### src/common/uart_bridge_pkg.sv
package uart_bridge_pkg;

    // ************************************************************************
    // serial line timing
    // ************************************************************************

    localparam int clks_per_bit = 16;              // short for sim
    localparam int half_bit     = clks_per_bit / 2; // start bit check point
    localparam int baud_cnt_w   = $clog2(clks_per_bit);

    // ************************************************************************
    // bus and frame layout
    // ************************************************************************

    localparam int adr_w = 32;
    localparam int dat_w = 32;

    // opcode, 4 address bytes, 4 data bytes
    localparam int frame_bytes = 9;
    localparam int word_bytes  = 4;

    localparam int op_read_bit = 0;  // set means read

    // register bank
    localparam int reg_count = 16;
    localparam int reg_idx_w = $clog2(reg_count);  // adr[5:2]

    // ************************************************************************
    // frame assembler states
    // ************************************************************************

    typedef enum logic [1:0] {
        idle_op,    // waiting for opcode byte
        get_addr,
        get_data,
        bus_cycle   // wishbone transfer in flight
    } asm_state_e;

endpackage
### src/common/wb_if.sv
`timescale 1ns/1ps

// single word wishbone classic, no byte selects
interface wb_if;

    logic [uart_bridge_pkg::adr_w-1:0] adr;
    logic [uart_bridge_pkg::dat_w-1:0] dat_w;
    logic [uart_bridge_pkg::dat_w-1:0] dat_r;
    logic                              we;
    logic                              cyc;
    logic                              stb;
    logic                              ack;

    modport master (
        output adr,
        output dat_w,
        output we,
        output cyc,
        output stb,
        input  dat_r,
        input  ack
    );

    modport slave (
        input  adr,
        input  dat_w,
        input  we,
        input  cyc,
        input  stb,
        output dat_r,
        output ack
    );

endinterface

### src/logic/uart_bridge_top.sv
`timescale 1ns/1ps

module uart_bridge_top (
    input  logic                              clk,
    input  logic                              n_rst,
    input  logic                              serial_in,
    output logic [uart_bridge_pkg::dat_w-1:0] rd_data,
    output logic                              rd_valid,
    output logic                              frame_err
);

    logic [7:0] rx_data;
    logic       rx_valid;

    wb_if bus ();

    // serial side
    uart_rx u_rx (
        .clk       (clk),
        .n_rst     (n_rst),
        .serial_in (serial_in),
        .rx_data   (rx_data),
        .rx_valid  (rx_valid),
        .rx_err    (frame_err)     // straight out as well
    );

    // frame to bus
    cmd_assembler u_asm (
        .clk      (clk),
        .n_rst    (n_rst),
        .rx_data  (rx_data),
        .rx_valid (rx_valid),
        .rx_err   (frame_err),
        .bus      (bus.master),
        .rd_data  (rd_data),
        .rd_valid (rd_valid)
    );

    reg_bank u_regs (
        .clk   (clk),
        .n_rst (n_rst),
        .bus   (bus.slave)
    );

endmodule

### src/logic/reg_bank.sv
`timescale 1ns/1ps

module reg_bank (
    input  logic clk,
    input  logic n_rst,
    wb_if.slave  bus
);

    logic [uart_bridge_pkg::dat_w-1:0]     regs [uart_bridge_pkg::reg_count];
    logic [uart_bridge_pkg::reg_idx_w-1:0] idx;
    logic                                  req;
    logic                                  wr_en;

    // word index from adr[5:2], upper bits alias
    assign idx = bus.adr[uart_bridge_pkg::reg_idx_w+1:2];

    assign req   = bus.cyc && bus.stb;
    assign wr_en = req && bus.ack && bus.we;

    // ************************************************************************
    // one wait state handshake
    // ************************************************************************

    always_ff @(posedge clk, negedge n_rst) begin
        if (!n_rst) begin
            bus.ack <= 1'b0;
        end else begin
            bus.ack <= req && !bus.ack;  // single cycle ack
        end
    end

    // ************************************************************************
    // register storage
    // ************************************************************************

    always_ff @(posedge clk, negedge n_rst) begin
        if (!n_rst) begin
            for (int i = 0; i < uart_bridge_pkg::reg_count; i++) begin
                regs[i] <= '0;
            end
        end else if (wr_en) begin
            regs[idx] <= bus.dat_w;   // commits on the ack edge
        end
    end

    // valid whenever ack is up
    assign bus.dat_r = regs[idx];

endmodule

### src/logic/cmd_assembler.sv
`timescale 1ns/1ps

module cmd_assembler (
    input  logic                              clk,
    input  logic                              n_rst,
    input  logic [7:0]                        rx_data,
    input  logic                              rx_valid,
    input  logic                              rx_err,
    wb_if.master                              bus,
    output logic [uart_bridge_pkg::dat_w-1:0] rd_data,
    output logic                              rd_valid
);

    typedef logic [3:0] byte_cnt_t;

    uart_bridge_pkg::asm_state_e state;

    byte_cnt_t                         byte_cnt;   // bytes accepted so far
    logic [1:0]                        lane_idx;
    logic                              is_read;
    logic                              bus_active;
    logic [uart_bridge_pkg::adr_w-1:0] adr_q;
    logic [uart_bridge_pkg::dat_w-1:0] dat_q;
    logic [uart_bridge_pkg::dat_w-1:0] rd_q;

    // byte 1..4 address, 5..8 data, both lsb first
    assign lane_idx = 2'(byte_cnt - 4'd1);

    // ************************************************************************
    // frame collection
    // ************************************************************************

    always_ff @(posedge clk, negedge n_rst) begin
        if (!n_rst) begin
            state    <= uart_bridge_pkg::idle_op;
            byte_cnt <= '0;
            is_read  <= 1'b0;
        end else if (rx_err && state != uart_bridge_pkg::bus_cycle) begin
            state    <= uart_bridge_pkg::idle_op;   // drop partial frame
            byte_cnt <= '0;
        end else begin
            case (state)
                uart_bridge_pkg::idle_op: begin
                    if (rx_valid) begin
                        is_read  <= rx_data[uart_bridge_pkg::op_read_bit];
                        byte_cnt <= 4'd1;
                        state    <= uart_bridge_pkg::get_addr;
                    end
                end
                uart_bridge_pkg::get_addr: begin
                    if (rx_valid) begin
                        byte_cnt <= byte_cnt + 4'd1;
                        if (byte_cnt == byte_cnt_t'(uart_bridge_pkg::word_bytes)) begin
                            state <= uart_bridge_pkg::get_data;
                        end
                    end
                end
                uart_bridge_pkg::get_data: begin
                    if (rx_valid) begin
                        byte_cnt <= byte_cnt + 4'd1;
                        if (byte_cnt == byte_cnt_t'(uart_bridge_pkg::frame_bytes - 1)) begin
                            state <= uart_bridge_pkg::bus_cycle;   // ninth byte
                        end
                    end
                end
                uart_bridge_pkg::bus_cycle: begin
                    // line bytes ignored here
                    if (bus.ack) begin
                        state    <= uart_bridge_pkg::idle_op;
                        byte_cnt <= '0;
                    end
                end
                default: state <= uart_bridge_pkg::idle_op;
            endcase
        end
    end

    always_ff @(posedge clk) begin
        if (rx_valid && state == uart_bridge_pkg::get_addr) begin
            adr_q[lane_idx*8 +: 8] <= rx_data;
        end
        if (rx_valid && state == uart_bridge_pkg::get_data) begin
            dat_q[lane_idx*8 +: 8] <= rx_data;
        end
    end

    // ************************************************************************
    // wishbone master
    // ************************************************************************

    assign bus_active = (state == uart_bridge_pkg::bus_cycle);

    assign bus.cyc   = bus_active;
    assign bus.stb   = bus_active;
    assign bus.we    = bus_active && !is_read;
    assign bus.adr   = adr_q;
    assign bus.dat_w = dat_q;

    // read result, live during ack then held
    assign rd_valid = bus_active && bus.ack && is_read;
    assign rd_data  = rd_valid ? bus.dat_r : rd_q;

    always_ff @(posedge clk, negedge n_rst) begin
        if (!n_rst) begin
            rd_q <= '0;
        end else if (rd_valid) begin
            rd_q <= bus.dat_r;
        end
    end

endmodule

### src/uart_rx/uart_rx.sv
`timescale 1ns/1ps

module uart_rx (
    input  logic       clk,
    input  logic       n_rst,
    input  logic       serial_in,
    output logic [7:0] rx_data,
    output logic       rx_valid,
    output logic       rx_err
);

    typedef enum logic [2:0] {
        idle,
        start,
        receive,
        stop,
        error
    } rx_state_e;

    typedef logic [uart_bridge_pkg::baud_cnt_w-1:0] baud_cnt_t;

    rx_state_e state, n_state;

    logic       sync_q1;
    logic       rx_sync;     // synchronized line
    baud_cnt_t  baud_cnt;
    logic       baud_tick;
    logic [3:0] bit_cnt;
    logic       bit_done;
    logic       sample_bit;
    logic [7:0] shift_q;

    // ************************************************************************
    // input synchronizer, idles high like the line
    // ************************************************************************

    always_ff @(posedge clk, negedge n_rst) begin
        if (!n_rst) begin
            sync_q1 <= 1'b1;
            rx_sync <= 1'b1;
        end else begin
            sync_q1 <= serial_in;
            rx_sync <= sync_q1;
        end
    end

    // ************************************************************************
    // baud and bit counters
    // ************************************************************************

    assign baud_tick  = (baud_cnt == '0);
    assign bit_done   = (bit_cnt == 4'd8);
    assign sample_bit = (state == receive) && baud_tick && !bit_done;

    // half a bit to the middle of start, then full bits
    always_ff @(posedge clk, negedge n_rst) begin
        if (!n_rst) begin
            baud_cnt <= '0;
        end else if (state == idle || state == error) begin
            baud_cnt <= baud_cnt_t'(uart_bridge_pkg::half_bit - 1);
        end else if (baud_tick) begin
            baud_cnt <= baud_cnt_t'(uart_bridge_pkg::clks_per_bit - 1);
        end else begin
            baud_cnt <= baud_cnt - 1'b1;
        end
    end

    always_ff @(posedge clk, negedge n_rst) begin
        if (!n_rst) begin
            bit_cnt <= '0;
        end else if (state == idle) begin
            bit_cnt <= '0;
        end else if (sample_bit) begin
            bit_cnt <= bit_cnt + 4'd1;  // holds at 8
        end
    end

    // lsb first
    always_ff @(posedge clk) begin
        if (sample_bit) begin
            shift_q <= {rx_sync, shift_q[7:1]};
        end
    end

    assign rx_data = shift_q;

    // ************************************************************************
    // receive FSM
    // ************************************************************************

    always_ff @(posedge clk, negedge n_rst) begin
        if (!n_rst) begin
            state <= idle;
        end else begin
            state <= n_state;
        end
    end

    always_comb begin
        n_state = state;
        case (state)
            idle: begin
                if (!rx_sync) begin
                    n_state = start;
                end
            end
            start: begin
                if (baud_tick) begin
                    n_state = rx_sync ? idle : receive;  // glitch, no error
                end
            end
            receive: begin
                if (bit_done) begin
                    n_state = stop;
                end
            end
            stop: begin
                if (baud_tick) begin
                    n_state = rx_sync ? idle : error;
                end
            end
            error: begin
                // hold off until the line is released
                if (rx_sync) begin
                    n_state = idle;
                end
            end
            default: n_state = idle;
        endcase
    end

    // one cycle pulses after the stop bit sample
    always_ff @(posedge clk, negedge n_rst) begin
        if (!n_rst) begin
            rx_valid <= 1'b0;
            rx_err   <= 1'b0;
        end else begin
            rx_valid <= (state == stop) && baud_tick && rx_sync;
            rx_err   <= (state == stop) && baud_tick && !rx_sync;
        end
    end

endmodule

### config.mk
export PLATFORM = sky130hd
export DESIGN_NAME = uart_bridge_top
export DESIGN_NICKNAME = d
export VERILOG_FILES = /design/src/common/uart_bridge_pkg.sv /design/src/common/wb_if.sv /design/src/logic/uart_bridge_top.sv /design/src/logic/reg_bank.sv /design/src/logic/cmd_assembler.sv /design/src/uart_rx/uart_rx.sv
export SDC_FILE = /design/constraint.sdc
export NUM_CORES = 1
export LEC_CHECK = 0
export CORE_MARGIN = 2
export CORE_UTILIZATION = 50
export DETAILED_ROUTE_END_ITERATION = 8
export DONT_BUFFER_PORTS = 1
export PLACE_DENSITY_LB_ADDON = 0.1
export SETUP_SLACK_MARGIN = 0.02
export SLEW_MARGIN = 20
export SYNTH_ARGS = -nofsm -noshare
export SYNTH_HDL_FRONTEND = slang
export SYNTH_SLANG_ARGS = --single-unit
### constraint.sdc
create_clock -name clk -period 3.85 [get_ports clk]
set_clock_uncertainty 0.15 [all_clocks]
set_input_delay 0.77 -clock clk [delete_from_list [all_inputs] [get_ports clk]]
set_output_delay 0.77 -clock clk [all_outputs]
set_load 0.02 [all_outputs]
After elaboration in Yosys (flattened, before gate mapping):

Cells that the tools add are included.

* output and inout bits: 34
* logic and storage cells: 127
* register bits: 639
* input port bits: 3

* eq/ne operators: 23
* multiplexer cells: 34
* reductions and logical operators: 28
* $add $sub $neg: 5
* magnitude comparators: 2
* bitwise gates (word level): 2
* shift-type cells: 2

Operators with widths (number)
* $bwmux W512: 1
* $bmux W32 S4: 1
* $demux W32 S4: 1
* $mux W32: 4
* $bwmux W32: 2
* $neg A5 Y34: 1
* $shift A8 B34 Y32 const A: 1
* $shiftx A8 B34 Y32: 1
* $mux W4: 8
* $mux W3: 6
* $mux W2: 8
* $pmux W3 S5: 1
* $logic_and A1 B1 Y1: 14
* $ne A3 B2 Y1 const B: 4
* $pmux W4 S3: 1
* $ne A3 B1 Y1 const B: 3
* $add A4 B1 Y4 const B: 2
* $eq A4 B4 Y1 const B: 2
* $ne A2 B1 Y1 const B: 4
* $pmux W2 S4: 1
* $eq A3 B2 Y1 const B: 2
* $reduce_and A3 Y1: 2
* $reduce_and A6 Y1: 1
* $ge A5 B5 Y1 const B: 1
* 19 further kinds: 24

Logic depth before layout (Yosys ltp):

* depth after elaboration: 6
* depth in mapped cells: 8

Modules after synthesis:

From an unflattened synthesis, not the netlist that was laid out.

* cell total of the unflattened synthesis: 1723
* area total of the unflattened synthesis: 27909.3 sq um

By module, submodules not included
* reg_bank: area an instance 22932.0 sq um, times used 1, cells an instance 1404
* cmd_assembler: area an instance 4005.1 sq um, times used 1, cells an instance 242
* uart_rx: area an instance 972.2 sq um, times used 1, cells an instance 77

Worst setup path before layout:

No wires, ideal clock.

* path kind: register -> output
* start: reg u_asm.adr_q (netlist bit u_asm.bus.adr[2])
* end: out rd_data[10] (netlist name)
* cell stages (with the launch flop): 8
* data required time: 2.930 ns
* buffers on the path: 3
* arrival time: 1.905 ns
* path slack: 1.025 ns
* path through: edfxtp_1 clkbuf_1 or3b_2 clkbuf_1 buf_2 o22ai_1 nor2_1 a31oi_1

* cells in the longest elaborated chain, start to end: 5

RTL lines
* start: declaration: line cmd_assembler.sv:22 `logic [uart_bridge_pkg::adr_w-1:0] adr_q;`
* start signal: indexed assignment: line cmd_assembler.sv:80 `adr_q[lane_idx*8 +: 8] <= rx_data;`
* $not A4 Y5 (not written as such): line reg_bank.sv:47 `assign bus.dat_r = regs[idx];`
* $bmux W32 S4: line reg_bank.sv:47
* $mux W32 (not written as such) (2 in series): line reg_bank.sv:47
* $mux W32: line cmd_assembler.sv:101 `assign rd_data = rd_valid ? bus.dat_r : rd_q;`
* end: declaration: line uart_bridge_top.sv:7 `output logic [uart_bridge_pkg::dat_w-1:0] rd_data,`

Every way passes these cells. The select of a mux whose other input is x is not followed.

Worst setup path in the final report:

* start: reg u_asm.adr_q (netlist bit u_asm.bus.adr[3])
* end: out rd_data[31] (netlist name)

The elaborated chain is that of the path after synthesis.

==> impl_results.md <==
* Vias in the first global route at 16,300
* Static Leakage at 14.4 nW
* Total negative slack at 0 ns
* Nets@finish at 1,901
* Post-synthesis sequential area ratio at 56.5%
* Core area at 54,000 um2
* Max Slew Vio Count at 143
* Post-synth top area share at 51.5%
* Count leader, synth: dfrtp_1
* Routed WL per cell at 24.8 um
* Hold Violations, Final at 285
* Post-place setup slack at 0.644 ns
* Initial Util at 50.8%
* Slowest CP cell: mux4_2
* Minimum clock period at 3.72 ns
* Worst hold slack at -0.260 ns
* Combinational share of power at 14.5%
* Syn_area_per_cell at 14.5 um2
* Crit start category: flip-flop
* CP Capture Type: output pin
* Largest area contributor in the netlist: dfrtp_1
* CTS H-tree depth at 3
* Clock buffer depth at 3
* Maximum clock frequency at 0.268 GHz
* Number of flops mapped to enable cells by yosys at 44
* Antenna viol nets, final at 0
* Sink Count at 611
* Remaining global-route overflow at 0
* Int Pwr at 12.6 mW
* Cell row count at 85
* Initial antenna violation count at 0
* IO buf count at 0
* Global-route wire length before repair at 101,000 um
* Sw frac at 24.9%
* NetSw at 4.19 mW
* Arrival @ worst endpoint at 2.80 ns
* Syn_nets at 1,913
* Post-Synthesis Cells at 1,895
* Synth top cells by count: 565 x dfrtp_1, 393 x mux2_2, 196 x mux2i_1
* Pre-antenna DRT Iters at 5
* VDD IR-drop max at 0.381 mV
* Synth async-reset ratio at 92.8%
* Area delta synth->final at 11.1%
* Final Wtd Congestion at 0.760
* # diodes at 0
* Final worst slack at 0.125 ns
* Worst Path Required at 2.93 ns
* Max incr delay on CP at 0.57 ns
* Fin crit share at 96.7%
* CTS Buf Count at 68
* Finish-stage setup viols at 0
* Failing checks: negative hold slack, max-slew violations
* 1st-iter DRT viols at 983
* Clk root buf: clkbuf_16
* RSZ-0062 raised after global routing: false
* I/O Pins at 37
* Layout cells sized above 1 at 37.3%
* Dpl hpwl at 38,300 um
* Leading post-synthesis cells by cell area: dfrtp_1 52%, mux2_2 16%, mux2i_1 7.2%
* Layout fillers at 4,373
* MaxCap Viol Count at 0
* Slew @ Worst Pin at 1.62 ns
* Power share of the clock group at 37.4%
* CTS tree: done
* Latest clock arrival within the worst-skew pair at 0.60 ns
* Via count at 15,500
* Drt drc at 0
* Final wirelength at 65,200 um
* CP Max Fanout at 60
* Sequential Power Share at 48.0%
* Worst min-delay path category: in2async
* CTS clk-pin slew, worst paths at 0.06 ns
* Post-synthesis cell area at 27,400 um2
* Cts hold-fix bufs at 1
* Synth Flop Type: dfrtp_1
* Distinct cells, synth at 50
* Die area at 56,800 um2
* Power Dens Cells at 551 nW/um2
* Largest net degree at the start of global routing at 568
* Die outline height at 238 um
* Critical-path cell list: buf_12 -> mux4_2 -> o21ai_0 -> a31oi_2
* GRT Util Overall at 23.6%
* Kind of critical path: reg2out
* DIE WIDTH at 238 um
* Synth Register Bits at 611
* Relative slew margins at -8.25%
* Routed vias/inst at 5.91
* YS warnings at 0
* Status: finished, violations left
-- timing repair --
action / CTS / global route
endpoints found under the setup margin: 6 / 16
setup buffers: 1 / 0
resized for setup: 2 / 16
hold endpoints to repair: 566 / 565
-- stage by stage --
step	area [um2]	utilization, %	cells	total power [mW]
finish	30500	56.4	2626	16.8
global route	30500	56.4	2626	17.6
CTS	30400	56.3	2626	16.9
detailed placement	28200	52.2	2507	10.6
global placement	28200	52.2	2507	10.5
floorplan	27400	-	1895	10.0
-- worst paths after layout --
check	cells past startpoint	slack, ns	startpoint	to
setup / recovery	4	0.13	u_asm.bus.adr[3]$_DFFE_PP_	rd_data[31]
hold / removal	0	-0.26	n_rst	u_regs.regs[487]$_DFFE_PN0P_
setup reg to reg	5	0.90	u_asm.bus.adr[3]$_DFFE_PP_	u_regs.regs[474]$_DFFE_PN0P_
hold reg to reg	0	0.20	u_rx.sync_q1$_DFF_PN1_	u_rx.rx_sync$_DFF_PN1_
max in group asynchronous	0	2.52	n_rst	u_asm.state[1]$_DFFE_PN0P_
min in group clk	0	0.20	u_rx.sync_q1$_DFF_PN1_	u_rx.rx_sync$_DFF_PN1_
-- sequential cells by signal, indices dropped and copies added, names as in the netlist --
register / cells
u_asm.is_read: 1
u_regs.regs: 512
u_rx.state: 3
u_asm.state: 2
u_rx.bit_cnt: 4
u_rx.sync_q1: 1
u_rx.rx_data: 8
u_rx.rx_sync: 1
u_rx.rx_valid: 1
u_rx.baud_cnt: 4
u_rx.rx_err: 1
u_asm.rd_q: 32
u_asm.bus.dat_w: 32
u_asm.bus.adr: 4
u_asm.byte_cnt: 4
u_regs.bus.ack: 1
-- cells by family (layout without fill, tap and decap cells) --
| group | after synthesis | in the layout | share of synthesized area (%) |
|---|---|---|---|
| mux | 741 | 741 | 32.1 |
| flops | 611 | 611 | 56.5 |
| compound gates | 185 | 185 | 4.38 |
| simple gates | 178 | 178 | 3.25 |
| buf+inv | 163 | 198 | 3.01 |
| fa+ha+maj | 15 | 15 | 0.684 |
| xor+xnor | 2 | 2 | 0.0639 |
-- worst max-delay path: cells and delay by family (launching register included) --
kind | cells | cell delay [ns]
AO/OA/AOI/OAI | 2 | 0.56
buffers and inverters | 1 | 0.43
flip-flops | 1 | 0.55
multiplexers | 1 | 0.57
-- cells in the final DEF (no fill, tap or decap), types with 2 or more instances in the layout --
cell,count
nor2_4,12
nor2b_1,4
o31ai_1,4
clkbuf_16,72
nand3_1,3
and3_1,6
nand2b_1,5
mux2_2,393
nor3_1,4
bufinv_16,3
clkbuf_8,7
mux4_2,32
nor3b_1,4
clkinv_2,6
a31oi_2,16
clkinvlp_4,2
ha_1,15
and2_1,32
or3_1,4
dfrtp_1,565
or3_2,4
clkinv_1,4
buf_12,7
o22ai_1,64
a21oi_1,7
a31oi_1,16
dfstp_2,2
inv_1,12
mux2_4,90
clkbuf_1,21
edfxtp_1,44
nand3b_1,5
buf_4,60
mux2i_1,196
nor2_1,76
nand2_1,7
a221oi_1,32
o21ai_0,39
mux2_1,30
-- power by group through the flow --
stage               combinational, mW  clock, mW  sequential [mW]
floorplan                        2.04          0             8.00
global placement                 2.35          0             8.13
detailed placement               2.41          0             8.17
CTS                              2.42       6.45             8.07
global route                     2.68       6.72             8.20
finish                           2.44       6.30             8.07
-- area by class of cell --
type / instances / area (um2) / area share (%)
flip-flops and latches: 611 / 15500 / 50.9
multi-input cells: 1121 / 11300 / 37.1
clock buffers: 100 / 1980 / 6.48
well taps: 696 / 871 / 2.86
repair buffers: 69 / 612 / 2.01
clock inverters: 17 / 168 / 0.550
inverters: 12 / 45.0 / 0.148
-- layer usage --
metal	part of all wire [%]	track usage (%)	up-vias
met5	0	0	-
met4	2.5	6.46	0
met3	4.0	3.85	95
met2	47	38.0	278
met1	47	33.5	8248
li1	-	-	6893
Power figures use the tool's default switching activity.
